## src/copy_engine_pkg.sv

```systemverilog
// shared word and buffer constants for the copy engine
// vector typedefs for words, bytes, byte enables and counts
// writer state enum
`default_nettype none

package copy_engine_pkg;

    localparam int WORD_BYTES = 4;  // bytes per memory word
    localparam int BUF_BYTES  = 8;  // alignment buffer capacity

    typedef logic [31:0] word_t;
    typedef logic [7:0]  byte_t;
    typedef logic [3:0]  bwe_t;
    typedef logic [1:0]  shift_t;    // byte offset within a word
    typedef logic [3:0]  buf_cnt_t;  // 0..8 bytes

    // destination word phases
    typedef enum logic [1:0] {
        WR_IDLE,
        WR_FIRST,
        WR_MIDDLE,
        WR_LAST
    } wr_state_e;

endpackage

`default_nettype wire

```

## src/cmd_reception.sv

```systemverilog
// command acceptance and parameter latch
// one-cycle start pulse, done flag
`timescale 1ns/100ps
`default_nettype none

module cmd_reception import copy_engine_pkg::*; #(
    parameter int ADDR_WIDTH = 32,
    parameter int LEN_WIDTH  = 16
) (
    input  wire                   clk,
    input  wire                   rstn,
    input  wire                   copy_i,
    input  wire                   set_i,
    input  wire byte_t            set_val_i,
    input  wire [LEN_WIDTH-1:0]   len_i,
    input  wire [ADDR_WIDTH-1:0]  src_i,
    input  wire [ADDR_WIDTH-1:0]  dst_i,
    input  wire                   rd_busy_i,
    input  wire                   wr_busy_i,
    output logic                  start_o,
    output logic                  op_copy_o,
    output logic [ADDR_WIDTH-1:0] src_o,
    output logic [ADDR_WIDTH-1:0] dst_o,
    output logic [LEN_WIDTH-1:0]  len_o,
    output byte_t                 set_val_o,
    output logic                  done_o
);

    logic accept;

    // pending start keeps done low until the pipelines report busy
    assign done_o = ~start_o & ~rd_busy_i & ~wr_busy_i;
    assign accept = done_o & (copy_i | set_i);

    always_ff @(posedge clk or negedge rstn) begin
        if (!rstn) begin
            start_o <= 1'b0;
        end else begin
            start_o <= accept;
        end
    end

    always_ff @(posedge clk) begin
        if (accept) begin
            op_copy_o <= copy_i;  // copy wins over fill
            src_o     <= src_i;
            dst_o     <= dst_i;
            len_o     <= len_i;
            set_val_o <= set_val_i;
        end
    end

endmodule

`default_nettype wire

```

## src/mem_reader.sv

```systemverilog
// source read pipeline
// word read requests held until accepted, remaining byte count, FIFO slot reservation
`timescale 1ns/100ps
`default_nettype none

module mem_reader import copy_engine_pkg::*; #(
    parameter int ADDR_WIDTH = 32,
    parameter int LEN_WIDTH  = 16
) (
    input  wire                   clk,
    input  wire                   rstn,
    input  wire                   start_i,
    input  wire                   op_copy_i,
    input  wire [ADDR_WIDTH-1:0]  src_i,
    input  wire [LEN_WIDTH-1:0]   len_i,
    input  wire                   fifo_wrdy_i,
    input  wire                   mem_rreq_rdy_i,
    output logic                  mem_re_o,
    output logic [ADDR_WIDTH-1:0] mem_rad_o,
    output logic                  reserve_o,
    output logic                  rd_busy_o
);

    logic [ADDR_WIDTH-1:0] word_ptr;  // next word to request
    logic [LEN_WIDTH-1:0]  cnt, cnt_nxt;
    logic                  first;
    shift_t                src_ofs;
    buf_cnt_t              rd_num;
    logic                  accept, issue;

    // first word loses the source offset
    assign rd_num    = first ? buf_cnt_t'(WORD_BYTES - int'(src_ofs)) : buf_cnt_t'(WORD_BYTES);
    assign accept    = mem_re_o & mem_rreq_rdy_i;
    assign reserve_o = accept;
    assign rd_busy_o = (cnt != '0) | mem_re_o;

    always_comb begin
        cnt_nxt = cnt;
        if (accept) begin
            cnt_nxt = (cnt > LEN_WIDTH'(rd_num)) ? cnt - LEN_WIDTH'(rd_num) : '0;
        end
    end

    assign issue = (cnt_nxt != '0) && fifo_wrdy_i && (!mem_re_o || mem_rreq_rdy_i);

    always_ff @(posedge clk or negedge rstn) begin
        if (!rstn) begin
            mem_re_o  <= 1'b0;
            mem_rad_o <= '0;
            word_ptr  <= '0;
            cnt       <= '0;
            first     <= 1'b0;
        end else if (start_i && op_copy_i) begin
            // fill commands leave the reader idle
            cnt       <= len_i;
            first     <= 1'b1;
            mem_re_o  <= 1'b1;
            mem_rad_o <= {2'b00, src_i[ADDR_WIDTH-1:2]};
            word_ptr  <= {2'b00, src_i[ADDR_WIDTH-1:2]} + 1'b1;
        end else begin
            cnt <= cnt_nxt;
            if (accept) first <= 1'b0;
            if (issue) begin
                mem_re_o  <= 1'b1;
                mem_rad_o <= word_ptr;
                word_ptr  <= word_ptr + 1'b1;
            end else if (mem_rreq_rdy_i) begin
                mem_re_o <= 1'b0;  // request taken, nothing new
            end
        end
    end

    always_ff @(posedge clk) begin
        if (start_i) src_ofs <= src_i[1:0];
    end

endmodule

`default_nettype wire

```

## src/reserve_fifo.sv

```systemverilog
// read data FIFO with slot reservation
// write readiness counts reserved slots, so returned data always has room
`timescale 1ns/100ps
`default_nettype none

module reserve_fifo import copy_engine_pkg::*; #(
    parameter int AW = 3
) (
    input  wire        clk,
    input  wire        rstn,
    input  wire        reserve_i,
    input  wire        wr_en_i,
    input  wire word_t din_i,
    input  wire        rd_en_i,
    output word_t      dout_o,
    output logic       wrdy_o,
    output logic       rrdy_o
);

    localparam int          DEPTH   = 1 << AW;
    localparam logic [AW:0] RSV_MAX = (AW + 1)'(DEPTH - 1);

    word_t         mem [DEPTH];
    logic [AW-1:0] wptr, rptr;
    logic [AW:0]   fill_cnt;  // words stored
    logic [AW:0]   rsv_cnt;   // words reserved, stored ones included

    // one spare slot covers a request issued while the last one is accepted
    assign wrdy_o = rsv_cnt < RSV_MAX;
    assign rrdy_o = fill_cnt != '0;
    assign dout_o = mem[rptr];

    always_ff @(posedge clk or negedge rstn) begin
        if (!rstn) begin
            wptr     <= '0;
            rptr     <= '0;
            fill_cnt <= '0;
            rsv_cnt  <= '0;
        end else begin
            if (wr_en_i) wptr <= wptr + 1'b1;
            if (rd_en_i) rptr <= rptr + 1'b1;
            fill_cnt <= fill_cnt + {{AW{1'b0}}, wr_en_i} - {{AW{1'b0}}, rd_en_i};
            rsv_cnt  <= rsv_cnt + {{AW{1'b0}}, reserve_i} - {{AW{1'b0}}, rd_en_i};
        end
    end

    always_ff @(posedge clk) begin
        if (wr_en_i) mem[wptr] <= din_i;
    end

endmodule

`default_nettype wire

```

## src/align_buffer.sv

```systemverilog
// eight-byte alignment buffer
// loads source words from the FIFO or fill bytes, drained by the writer
`timescale 1ns/100ps
`default_nettype none

module align_buffer import copy_engine_pkg::*; #(
    parameter int LEN_WIDTH = 16
) (
    input  wire                  clk,
    input  wire                  rstn,
    input  wire                  start_i,
    input  wire                  op_copy_i,
    input  wire shift_t          src_i,
    input  wire [LEN_WIDTH-1:0]  len_i,
    input  wire byte_t           set_val_i,
    input  wire                  fifo_rrdy_i,
    input  wire word_t           fifo_rdat_i,
    input  wire                  pop_i,
    input  wire buf_cnt_t        pop_num_i,
    output logic                 fifo_re_o,
    output word_t                buf_data_o,
    output buf_cnt_t             buf_bytes_o
);

    logic [8*BUF_BYTES-1:0] buf_q, buf_nxt, ins;
    buf_cnt_t               cnt, kept_cnt, word_num, ld_num;
    logic [LEN_WIDTH-1:0]   ld_rem;  // bytes still to load
    logic                   first, is_copy, load;
    shift_t                 src_ofs;
    byte_t                  fill_val;
    word_t                  src_word;

    assign buf_data_o  = buf_q[31:0];  // byte 0 is the oldest
    assign buf_bytes_o = cnt;
    assign kept_cnt    = cnt - (pop_i ? pop_num_i : '0);

    assign word_num = first ? buf_cnt_t'(WORD_BYTES - int'(src_ofs)) : buf_cnt_t'(WORD_BYTES);
    assign src_word = first ? word_t'(fifo_rdat_i >> (8 * int'(src_ofs))) : fifo_rdat_i;

    always_comb begin
        ld_num = '0;
        ins    = '0;
        load   = 1'b0;
        if (is_copy) begin
            ld_num = (ld_rem < LEN_WIDTH'(word_num)) ? buf_cnt_t'(ld_rem) : word_num;
            // fit check on the count before the pop keeps this off the writer path
            load   = fifo_rrdy_i && (ld_rem != '0) &&
                     ((cnt + ld_num) <= buf_cnt_t'(BUF_BYTES));
            ins    = {32'b0, src_word} << (8 * int'(kept_cnt));
        end else begin
            ld_num = (ld_rem < LEN_WIDTH'(BUF_BYTES - int'(cnt))) ?
                     buf_cnt_t'(ld_rem) : buf_cnt_t'(BUF_BYTES - int'(cnt));
            load   = (ld_rem != '0) && (cnt != buf_cnt_t'(BUF_BYTES));
            ins    = {BUF_BYTES{fill_val}};
        end
    end

    assign fifo_re_o = is_copy & load;

    // shift out popped bytes, then place new bytes above the kept ones
    always_comb begin
        buf_nxt = pop_i ? buf_q >> (8 * int'(pop_num_i)) : buf_q;
        if (load) begin
            for (int i = 0; i < BUF_BYTES; i++) begin
                if (buf_cnt_t'(i) >= kept_cnt) buf_nxt[8*i +: 8] = ins[8*i +: 8];
            end
        end
    end

    always_ff @(posedge clk or negedge rstn) begin
        if (!rstn) begin
            cnt     <= '0;
            ld_rem  <= '0;
            first   <= 1'b0;
            is_copy <= 1'b0;
        end else if (start_i) begin
            cnt     <= '0;
            ld_rem  <= len_i;
            first   <= 1'b1;
            is_copy <= op_copy_i;
        end else begin
            cnt <= kept_cnt + (load ? ld_num : '0);
            if (load) begin
                ld_rem <= ld_rem - LEN_WIDTH'(ld_num);
                first  <= 1'b0;
            end
        end
    end

    always_ff @(posedge clk) begin
        buf_q <= buf_nxt;
        if (start_i) begin
            src_ofs  <= src_i;
            fill_val <= set_val_i;
        end
    end

endmodule

`default_nettype wire

```

## src/mem_writer.sv

```systemverilog
// destination write FSM
// per-word byte count, byte enables, shifted write data, held write request
`timescale 1ns/100ps
`default_nettype none

module mem_writer import copy_engine_pkg::*; #(
    parameter int ADDR_WIDTH = 32,
    parameter int LEN_WIDTH  = 16
) (
    input  wire                   clk,
    input  wire                   rstn,
    input  wire                   start_i,
    input  wire [ADDR_WIDTH-1:0]  dst_i,
    input  wire [LEN_WIDTH-1:0]   len_i,
    input  wire word_t            buf_data_i,
    input  wire buf_cnt_t         buf_bytes_i,
    input  wire                   mem_wreq_rdy_i,
    output logic                  pop_o,
    output buf_cnt_t              pop_num_o,
    output logic                  mem_we_o,
    output bwe_t                  mem_bwe_o,
    output logic [ADDR_WIDTH-1:0] mem_wad_o,
    output word_t                 mem_wdat_o,
    output logic                  wr_busy_o
);

    wr_state_e             state, state_nxt;
    logic [ADDR_WIDTH-1:0] word_ptr;
    logic [LEN_WIDTH-1:0]  rem, rem_nxt;
    shift_t                dst_ofs;
    buf_cnt_t              num, first_room;
    bwe_t                  mask;
    logic                  issue;

    assign first_room = buf_cnt_t'(WORD_BYTES - int'(dst_ofs));

    always_comb begin
        case (state)
            WR_FIRST: num = (rem < LEN_WIDTH'(first_room)) ? buf_cnt_t'(rem) : first_room;
            WR_LAST:  num = buf_cnt_t'(rem);
            default:  num = buf_cnt_t'(WORD_BYTES);
        endcase
    end

    // output slot free or being taken, and enough bytes buffered
    assign issue     = (state != WR_IDLE) && (!mem_we_o || mem_wreq_rdy_i) &&
                       (buf_bytes_i >= num);
    assign pop_o     = issue;
    assign pop_num_o = num;
    assign mask      = bwe_t'(~(8'hff << num));  // low num bytes
    assign rem_nxt   = rem - LEN_WIDTH'(num);
    assign wr_busy_o = (state != WR_IDLE) | mem_we_o;

    always_comb begin
        if (rem_nxt == '0)                          state_nxt = WR_IDLE;
        else if (rem_nxt <= LEN_WIDTH'(WORD_BYTES)) state_nxt = WR_LAST;
        else                                        state_nxt = WR_MIDDLE;
    end

    always_ff @(posedge clk or negedge rstn) begin
        if (!rstn) begin
            state     <= WR_IDLE;
            rem       <= '0;
            mem_we_o  <= 1'b0;
            mem_bwe_o <= '0;
        end else if (start_i) begin
            state <= WR_FIRST;
            rem   <= len_i;
        end else if (issue) begin
            state     <= state_nxt;
            rem       <= rem_nxt;
            mem_we_o  <= 1'b1;
            mem_bwe_o <= (state == WR_FIRST) ? bwe_t'(mask << dst_ofs) : mask;
        end else if (mem_wreq_rdy_i) begin
            mem_we_o  <= 1'b0;
            mem_bwe_o <= '0;
        end
    end

    always_ff @(posedge clk) begin
        if (start_i) begin
            dst_ofs  <= dst_i[1:0];
            word_ptr <= {2'b00, dst_i[ADDR_WIDTH-1:2]};
        end else if (issue) begin
            mem_wad_o  <= word_ptr;
            mem_wdat_o <= (state == WR_FIRST) ? word_t'(buf_data_i << (8 * int'(dst_ofs))) :
                                                buf_data_i;
            word_ptr   <= word_ptr + 1'b1;
        end
    end

endmodule

`default_nettype wire

```

## src/copy_engine.sv

```systemverilog
// copy engine top level
// command stage, source reader, read FIFO, alignment buffer, destination writer
`timescale 1ns/100ps
`default_nettype none

module copy_engine import copy_engine_pkg::*; #(
    parameter int ADDR_WIDTH = 32,
    parameter int LEN_WIDTH  = 16,
    parameter int RD_FIFO_AW = 3
) (
    input  wire                   clk,
    input  wire                   rstn,
    input  wire                   copy_i,
    input  wire                   set_i,
    input  wire byte_t            set_val_i,
    input  wire [LEN_WIDTH-1:0]   len_i,
    input  wire [ADDR_WIDTH-1:0]  src_i,
    input  wire [ADDR_WIDTH-1:0]  dst_i,
    output logic                  done_o,
    output logic                  mem_re_o,
    output logic [ADDR_WIDTH-1:0] mem_rad_o,
    input  wire                   mem_rreq_rdy_i,
    input  wire word_t            mem_rdat_i,
    input  wire                   mem_rdat_rdy_i,
    output logic                  mem_we_o,
    output bwe_t                  mem_bwe_o,
    output logic [ADDR_WIDTH-1:0] mem_wad_o,
    output word_t                 mem_wdat_o,
    input  wire                   mem_wreq_rdy_i
);

    logic                  start, op_copy;
    logic [ADDR_WIDTH-1:0] src, dst;
    logic [LEN_WIDTH-1:0]  len;
    byte_t                 set_val;
    logic                  rd_busy, wr_busy;
    logic                  reserve, fifo_wrdy, fifo_rrdy, fifo_re;
    word_t                 fifo_rdat, buf_data;
    buf_cnt_t              buf_bytes, pop_num;
    logic                  pop;

    cmd_reception #(.ADDR_WIDTH(ADDR_WIDTH), .LEN_WIDTH(LEN_WIDTH)) u_cmd (
        .clk(clk), .rstn(rstn),
        .copy_i(copy_i), .set_i(set_i), .set_val_i(set_val_i),
        .len_i(len_i), .src_i(src_i), .dst_i(dst_i),
        .rd_busy_i(rd_busy), .wr_busy_i(wr_busy),
        .start_o(start), .op_copy_o(op_copy), .src_o(src), .dst_o(dst),
        .len_o(len), .set_val_o(set_val), .done_o(done_o)
    );

    mem_reader #(.ADDR_WIDTH(ADDR_WIDTH), .LEN_WIDTH(LEN_WIDTH)) u_reader (
        .clk(clk), .rstn(rstn),
        .start_i(start), .op_copy_i(op_copy), .src_i(src), .len_i(len),
        .fifo_wrdy_i(fifo_wrdy), .mem_rreq_rdy_i(mem_rreq_rdy_i),
        .mem_re_o(mem_re_o), .mem_rad_o(mem_rad_o),
        .reserve_o(reserve), .rd_busy_o(rd_busy)
    );

    reserve_fifo #(.AW(RD_FIFO_AW)) u_rdfifo (
        .clk(clk), .rstn(rstn),
        .reserve_i(reserve), .wr_en_i(mem_rdat_rdy_i), .din_i(mem_rdat_i),
        .rd_en_i(fifo_re),
        .dout_o(fifo_rdat), .wrdy_o(fifo_wrdy), .rrdy_o(fifo_rrdy)
    );

    align_buffer #(.LEN_WIDTH(LEN_WIDTH)) u_align (
        .clk(clk), .rstn(rstn),
        .start_i(start), .op_copy_i(op_copy), .src_i(src[1:0]), .len_i(len),
        .set_val_i(set_val), .fifo_rrdy_i(fifo_rrdy), .fifo_rdat_i(fifo_rdat),
        .pop_i(pop), .pop_num_i(pop_num),
        .fifo_re_o(fifo_re), .buf_data_o(buf_data), .buf_bytes_o(buf_bytes)
    );

    mem_writer #(.ADDR_WIDTH(ADDR_WIDTH), .LEN_WIDTH(LEN_WIDTH)) u_writer (
        .clk(clk), .rstn(rstn),
        .start_i(start), .dst_i(dst), .len_i(len),
        .buf_data_i(buf_data), .buf_bytes_i(buf_bytes),
        .mem_wreq_rdy_i(mem_wreq_rdy_i),
        .pop_o(pop), .pop_num_o(pop_num),
        .mem_we_o(mem_we_o), .mem_bwe_o(mem_bwe_o), .mem_wad_o(mem_wad_o),
        .mem_wdat_o(mem_wdat_o), .wr_busy_o(wr_busy)
    );

endmodule

`default_nettype wire

```

## config.mk

```make
export PLATFORM = sky130hd
export DESIGN_NAME = copy_engine
export DESIGN_NICKNAME = d
export VERILOG_FILES = /design/src/copy_engine_pkg.sv /design/src/cmd_reception.sv /design/src/mem_reader.sv /design/src/reserve_fifo.sv /design/src/align_buffer.sv /design/src/mem_writer.sv /design/src/copy_engine.sv
export SDC_FILE = /design/constraint.sdc
export NUM_CORES = 1
export LEC_CHECK = 0
export BUFFER_PORTS_ARGS = -buffer_cell sky130_fd_sc_hd__buf_2
export CORE_ASPECT_RATIO = 0.6
export CORE_MARGIN = 1.5
export CORE_UTILIZATION = 40
export DETAILED_ROUTE_END_ITERATION = 10
export SYNTH_ARGS = -nofsm -noshare
export SYNTH_HDL_FRONTEND = slang
export SYNTH_SLANG_ARGS = --single-unit
```

## constraint.sdc

```tcl
create_clock -name clk -period 10.6 [get_ports clk]
set_input_delay 2.12 -clock clk [delete_from_list [all_inputs] [get_ports clk]]
set_output_delay 2.12 -clock clk [all_outputs]
set_load 0.05 [all_outputs]
```

=== Word-level counts from Yosys, hierarchy flattened ===
Memories as Yosys holds them, arrays and structs flattened.
Index checks and enable logic that the tools add are counted.
W data, S select, Z words.

* Add/subtract/negate cells: 18
* Magnitude comparators: 16
* Eq/ne operators: 3
* Shift-type cells: 6
* Mux-type cells: 55
* Bitwise operators: 12
* Reduce and logical (&&, ||, !) cells: 26

{| class="wikitable"
|+ Operator list
! operator !! number
|-
| $mux W32 || 6
|-
| $mux W64 || 3
|-
| $mux W16 || 7
|-
| $add A32 B1 Y32 const B || 2
|-
| $mux W8 || 8
|-
| $shl A32 B7 Y64 || 1
|-
| $shr A64 B7 Y64 || 1
|-
| $mux W30 || 2
|-
| $mux W4 || 12
|-
| $reduce_bool A16 Y1 || 3
|-
| $sub A16 B4 Y16 || 3
|-
| $lt A16 B4 Y1 || 2
|-
| $shl A32 B5 Y32 || 1
|-
| $shr A32 B5 Y32 || 1
|-
| $add A30 B1 Y31 const B || 1
|-
| $ge A3 B4 Y1 const A || 4
|-
| $gt A16 B4 Y1 || 1
|-
| $le A16 B3 Y1 const B || 1
|-
| $logic_not A16 Y1 || 1
|-
| $lt A16 B16 Y1 || 1
|-
| $mux W1 || 13
|-
| $reduce_bool A2 Y1 || 6
|-
| $add A4 B1 Y4 || 2
|-
| $add A4 B4 Y4 || 2
|-
| other kinds (27) || 52
|}

* Flip-flop bits (word level): 403
* Memory bits (writable): 256
* Bits of input ports: 127
* Memories: 1

{| class="wikitable"
|+ Memories
! name !! words !! width !! rd ports !! clocked after Yosys merged registers in !! wr ports !! line !! text
|-
| u_rdfifo.mem || 8 || 32 || 1 || 0 || 1 || reserve_fifo.sv:23 || <nowiki>word_t mem [DEPTH];</nowiki>
|}

=== Longest topological paths before layout ===
* Depth in word-level cells: 12
* Depth in mapped cells: 31
* Depth with buffers taken out: 24

=== By module ===
A second synthesis with hierarchy kept.

* Cells, all modules: 2,803
* Area, all modules: 33,573.4 µm²

{| class="wikitable"
|+ By module, submodules not included
! module !! times used !! cells each !! area an instance (µm²) !! seq. area each (µm²)
|-
| reserve_fifo || 1 || 445 || 10,523.8 || 8,037.7
|-
| align_buffer || 1 || 1,052 || 8,755.9 || 2,132.0
|-
| mem_writer || 1 || 589 || 6,386.1 || 3,498.4
|-
| mem_reader || 1 || 625 || 5,192.5 || 2,112.0
|-
| cmd_reception || 1 || 92 || 2,715.1 || 2,697.6
|}

=== Least setup slack after synthesis ===
Ideal clock, no wire load.

* Kind: flip-flop to flip-flop
* Start point: reg u_writer.dst_ofs[1]
* End point: reg u_writer.mem_bwe_o[3]
* Setup time: 0.094 ns
* Data arrival time: 7.234 ns
* Data required time: 10.506 ns
* Setup slack: 3.272 ns
* Stages on the path, launching flop included: 22
* Path buffers: 5
* Clock period less this slack: 7.328 ns
* Path through: edfxtp_1 -> inv_1 -> clkbuf_1 -> ha_1 -> inv_1 -> ha_1 -> o21ai_0 -> o211ai_1 -> mux2i_1 -> or2_1 -> clkbuf_1 -> inv_1 -> buf_4 -> buf_2 -> ha_1 -> nand2_1 -> o211ai_1 -> nand2_1 -> clkbuf_1 -> nor2_1 -> o21ai_0 -> o21ai_0

* Longest elaborated chain between the ends: 9
* Elaborated cells on any way between the ends: 13
* Classes of those cells: add/sub: 1; order compare: 2; shift: 2; mux: 4; bitwise: 1; reduce/logical: 3

{| class="wikitable"
|+ RTL lines
! item !! line !! text
|-
| start, declared || mem_writer.sv:30 || <nowiki>shift_t dst_ofs;</nowiki>
|-
| start signal, assigned || mem_writer.sv:82 || <nowiki>dst_ofs <= dst_i[1:0];</nowiki>
|-
| $sub A3 B2 Y4 || mem_writer.sv:35 || <nowiki>assign first_room = buf_cnt_t'(WORD_BYTES - int'(dst_ofs));</nowiki>
|-
| $lt A16 B4 Y1 || mem_writer.sv:39 || <nowiki>WR_FIRST: num = (rem < LEN_WIDTH'(first_room)) ? buf_cnt_t'(rem) : first_room;</nowiki>
|-
| $mux W4 || mem_writer.sv:39 ||
|-
| $pmux W4 S2 || mem_writer.sv:38 || <nowiki>case (state)</nowiki>
|-
| $shl A8 B4 Y4 || mem_writer.sv:50 || <nowiki>assign mask = bwe_t'(~(8'hff << num));</nowiki>
|-
| $not A4 Y4 || mem_writer.sv:50 ||
|-
| $shl A4 B2 Y4 || mem_writer.sv:73 || <nowiki>mem_bwe_o <= (state == WR_FIRST) ? bwe_t'(mask << dst_ofs) : mask;</nowiki>
|-
| $mux W4 || mem_writer.sv:73 ||
|-
| $mux W4 || mem_writer.sv:69 || <nowiki>end else if (issue) begin</nowiki>
|-
| end signal, assigned || mem_writer.sv:73 ||
|-
| end, declared || mem_writer.sv:21 || <nowiki>output bwe_t mem_bwe_o,</nowiki>
|}

Several ways; a longest one is shown, not always the timed one.
A chain may end at the register's enable or synchronous reset.

=== Worst setup path in the final report ===
* Start point: reg u_writer.dst_ofs[1]
* End point: reg u_align.buf_q[26]

* Longest elaborated chain between the ends: 12
* Elaborated cells on any way between the ends: 15
* Classes of those cells: add/sub: 2; order compare: 3; shift: 2; mux: 7; reduce/logical: 1

{| class="wikitable"
|+ RTL lines
! item !! line !! text
|-
| $sub A3 B2 Y4 (*) || mem_writer.sv:35 ||
|-
| $lt A16 B4 Y1 || mem_writer.sv:39 ||
|-
| $mux W4 (*) || mem_writer.sv:39 ||
|-
| $pmux W4 S2 (*) || mem_writer.sv:38 ||
|-
| $ge A4 B4 Y1 || mem_writer.sv:47 || <nowiki>(buf_bytes_i >= num);</nowiki>
|-
| $logic_and A1 B1 Y1 || mem_writer.sv:46 || <nowiki>assign issue = (state != WR_IDLE) && (!mem_we_o || mem_wreq_rdy_i) &&</nowiki>
|-
| $mux W4 || align_buffer.sv:35 || <nowiki>assign kept_cnt = cnt - (pop_i ? pop_num_i : '0);</nowiki>
|-
| $sub A4 B4 Y4 || align_buffer.sv:35 ||
|-
| $shl A32 B7 Y64 || align_buffer.sv:49 || <nowiki>ins = {32'b0, src_word} << (8 * int'(kept_cnt));</nowiki>
|-
| $mux W64 || align_buffer.sv:44 || <nowiki>if (is_copy) begin</nowiki>
|-
| $mux W8 || align_buffer.sv:65 || <nowiki>if (buf_cnt_t'(i) >= kept_cnt) buf_nxt[8*i +: 8] = ins[8*i +: 8];</nowiki>
|-
| $mux W64 (*) || align_buffer.sv:63 || <nowiki>if (load) begin</nowiki>
|-
| named net u_align.buf_nxt[26] || align_buffer.sv:25 || <nowiki>logic [8*BUF_BYTES-1:0] buf_q, buf_nxt, ins;</nowiki>
|-
| end signal, assigned || align_buffer.sv:91 || <nowiki>buf_q <= buf_nxt;</nowiki>
|-
| end, declared || align_buffer.sv:25 ||
|}

The timed path passes the listed nets; every way through them passes the cells marked *.

==> metrics.md <==
| Metric | Value |
|---|---|
| Status | `finished clean` |
| GP Congestion | `0.914` |
| CTS buffer count | `66` |
| CTS tree | `done` |
| GR peak layer | `met1` |
| Post-CTS Setup Inserts | `0` |
| PortBufs | `229` |
| Critical path cell sequence | `inv_1, ha_1, inv_1, ha_1, o21ai_0, o211ai_1, mux2i_1, or2_1, buf_4, inv_1, ha_1, nand2_1, o211ai_1, and2_0, buf_4, nand2_1, fa_1, xnor2_1, inv_1, buf_4, or4_1, o21ai_0, a221oi_1, a211oi_1` |
| Detailed-route vias per instance | `6.02` |
| Post-Syn Area | `32900 um2` |
| #FFs+latches synth | `659` |
| Count of cell types in the netlist | `88` |
| Met3 Usage GRT | `4.40%` |
| Die ar. | `84100 um2` |
| Iteration count of the initial detailed-routing pass | `6` |
| Grt ovf | `0` |
| RSZ-0062 raised after global routing | `no` |
| Dpl ws | `2.26 ns` |
| Ports | `230` |
| Clock Tree Root | `clkbuf_16` |
| Initial antenna violation count | `3` |
| Synth Instances | `2822` |
| Die Y-Extent | `225 um` |
| Crit Path Max Fanout | `51` |
| Worst-margin pin slew | `1.26 ns` |
| First-pass GRT wire length | `150 mm` |
| Period utilisation layout | `80.6%` |
| Setup crit end | `u_align.buf_q[26]$_DFF_P_` |
| Final min period | `8.54 ns` |
| CP max stage delay | `0.87 ns` |
| Post-route cell area | `37500 um2` |
| Worst reg-to-reg setup slack | `2.06 ns` |
| Setup TNS | `0 ns` |
| Reg-to-reg endpoint | `u_align.buf_q[26]$_DFF_P_` |
| Static Leak | `13.6 nW` |
| Top cell type's share of synthesized area | `41.1%` |
| H-tree depth | `3` |
| Yosys top cell by area | `edfxtp_1` |
| Peak supply drop | `0.000181 V` |
| WP data required | `11.14 ns` |
| Seq/Total Area, Yosys | `55.9%` |
| Max Cap Viol | `0` |
| Hold crit path type | `reg2reg` |
| Hold Violations, Final | `0` |
| R2R cell count | `24` |
| Largest net degree at the start of global routing | `82` |
| Worst path most repeated cell | `inv_1` |
| Placed Cells | `4021` |
| Post-CTS sizing | `0` |
| Count of final setup violators | `0` |
| Most common cell after layout, fill and taps aside | `edfxtp_1` |
| Clk sink count | `659` |
| EDFF count, synth | `451` |
| Placement-stage cell area | `35300 um2` |
| Grt met1 use | `35.6%` |
| Synth Warn # | `0` |
| Reg clk slew, reported paths | `0.07 ns` |
| Final std cells w/o fill | `4145` |
| Final setup margin | `2.06 ns` |
| Clk_skew | `0.0293 ns` |
| Synth top area cells | `edfxtp_1 (41%), dfrtp_1 (11%), dfxtp_1 (4.0%), mux4_2 (3.3%), nand2_1 (3.0%)` |
| Met2 GRT Util | `33.5%` |
| GRT Total Usage | `23.2%` |
| Post-DP HPWL | `69.4 mm` |
| Number of DRC violations after detailed-routing iteration 0 | `3019` |
| Achievable clock frequency | `117 MHz` |
| Cts hold-fix bufs | `0` |
| Power per Cell Area | `176 nW/um2` |
| Layout cells sized above 1 | `17.9%` |
| Worst setup path start | `u_writer.dst_ofs[1]$_DFFE_PP_` |
| CP Launch Type | `register` |
| Placeable Area | `81500 um2` |
| Routed vias | `25000` |
| # nets final | `3206` |
| Top FF cell, synth | `edfxtp_1` |
| R2r startpoint | `u_writer.dst_ofs[1]$_DFFE_PP_` |
| Detailed-route wire length per cell | `24.1 um` |
| Share of synthesized registers carrying an async set or reset | `21.5%` |
| Initial Utilization | `40.4%` |
| Kind of critical path | `reg2reg` |
| Final wirelength | `99.9 mm` |
| DRC viols | `0` |
| Slowest stage cell, crit path | `o21ai_0` |
| Die Wd | `373 um` |
| Rel. slew slack | `16.0%` |
| Most frequent cells in the layout | `edfxtp_1 (451), nand2_1 (257), buf_2 (228)` |
| CP Capture Type | `register` |
| Antenna-violating nets left | `0` |
| Post-Syn Area per Cell | `11.7 um2` |
| Clock Path Buffers | `3` |
| Clock Latency Late Sink | `0.63 ns` |
| Final Max Tran Viols | `0` |
| CP Data Arrival Time | `9.07 ns` |
| Syn_nets | `3018` |
| Site Rows | `81` |
| Vias in the first global route | `24300` |
| Layout area overhead | `13.9%` |
worst min-delay path by stage:
stage | from | depth (start not counted) | slack (ns) | to
2_1_floorplan | u_cmd.set_val_o[0]$_DFFE_PP_ | 0 | 0.40 | u_align.fill_val[0]$_DFFE_PP_
3_3_place_gp | u_cmd.dst_o[0]$_DFFE_PP_ | 0 | 0.40 | u_writer.dst_ofs[0]$_DFFE_PP_
3_5_place_dp | u_cmd.set_val_o[2]$_DFFE_PP_ | 0 | 0.41 | u_align.fill_val[2]$_DFFE_PP_
4_1_cts | u_cmd.dst_o[1]$_DFFE_PP_ | 0 | 0.41 | u_writer.dst_ofs[1]$_DFFE_PP_
5_1_grt | u_cmd.set_val_o[4]$_DFFE_PP_ | 0 | 0.43 | u_align.fill_val[4]$_DFFE_PP_
6_report | u_cmd.set_val_o[2]$_DFFE_PP_ | 0 | 0.41 | u_align.fill_val[2]$_DFFE_PP_
metrics by stage:
stage	hold WS [ns]	utilization (%)	power [mW]
after global placement	0.404	43.3	4.21
after detailed placement	0.405	43.3	4.25
after CTS	0.414	46.0	6.67
after floorplan	0.400	-	3.89
final	0.413	46.0	6.61
after global routing	0.428	46.0	6.87
layer usage:
layer | share of wire [%] | wire length, um
met1 | 47 | 47300
met2 | 43 | 42700
met3 | 7.8 | 7830
met4 | 2.0 | 2040
met5 | 0 | 0
report_power, final:
group | switching [mW] | total (mW) | internal, mW
Combinational | 0.731 | 1.05 | 0.319
Clock | 1.03 | 2.42 | 1.39
Sequential | 0.126 | 3.14 | 3.02
cell type report:
class                      instances  area (um2)
multi-input combinational       1920       13600
clock buffer                      85        1810
antenna                            3        7.51
timing repair buffer             291        1620
fill                            7472       44000
sequential                       659       18400
tap                             1079        1350
clock inverter                    36         407
inverter                          72         270
logic make-up after synthesis:
logic type      Yosys count  synth area share [%]
mux                     164                  7.11
simple gates            852                  13.0
compound gates          721                  15.1
buf+inv                 243                  3.05
flops                   659                  55.9
fa+ha+maj                69                  2.80
xor+xnor                114                  3.03
worst max-delay path: cells and delay by family, from the launching register on:
kind	cells	cell delay [ns]
compound gates	6	2.41
buf+inv	7	1.94
fa+ha+maj	4	1.41
simple gates	5	1.08
xor+xnor	1	0.65
flops	1	0.61
mux	1	0.34
registers in the layout, indices dropped and copies added (netlist names), 8 cells and up:
register,flops
u_cmd.set_val_o,8
u_cmd.src_o,32
u_cmd.dst_o,32
u_align.buf_q,64
u_writer.mem_wdat_o,32
u_cmd.len_o,16
u_reader.mem_rad_o,32
u_reader.cnt,16
u_writer.rem,16
u_writer.word_ptr,32
u_writer.mem_wad_o,32
u_rdfifo.mem,256
u_reader.word_ptr,32
u_align.ld_rem,16
u_align.fill_val,8
cells in the mapped netlist, types with 44 or more instances:
master / number
a211oi_1: 46
a21oi_1: 99
a221oi_1: 44
a31oi_1: 77
clkbuf_1: 129
dfrtp_1: 142
dfxtp_1: 66
edfxtp_1: 451
ha_1: 61
inv_1: 68
mux2_2: 53
mux2i_1: 59
mux4_2: 48
nand2_1: 259
nand3_1: 98
nor2_1: 160
nor3_1: 52
o21ai_0: 144
or3_1: 45
xnor2_1: 72
(Power assumes the default switching activity.)
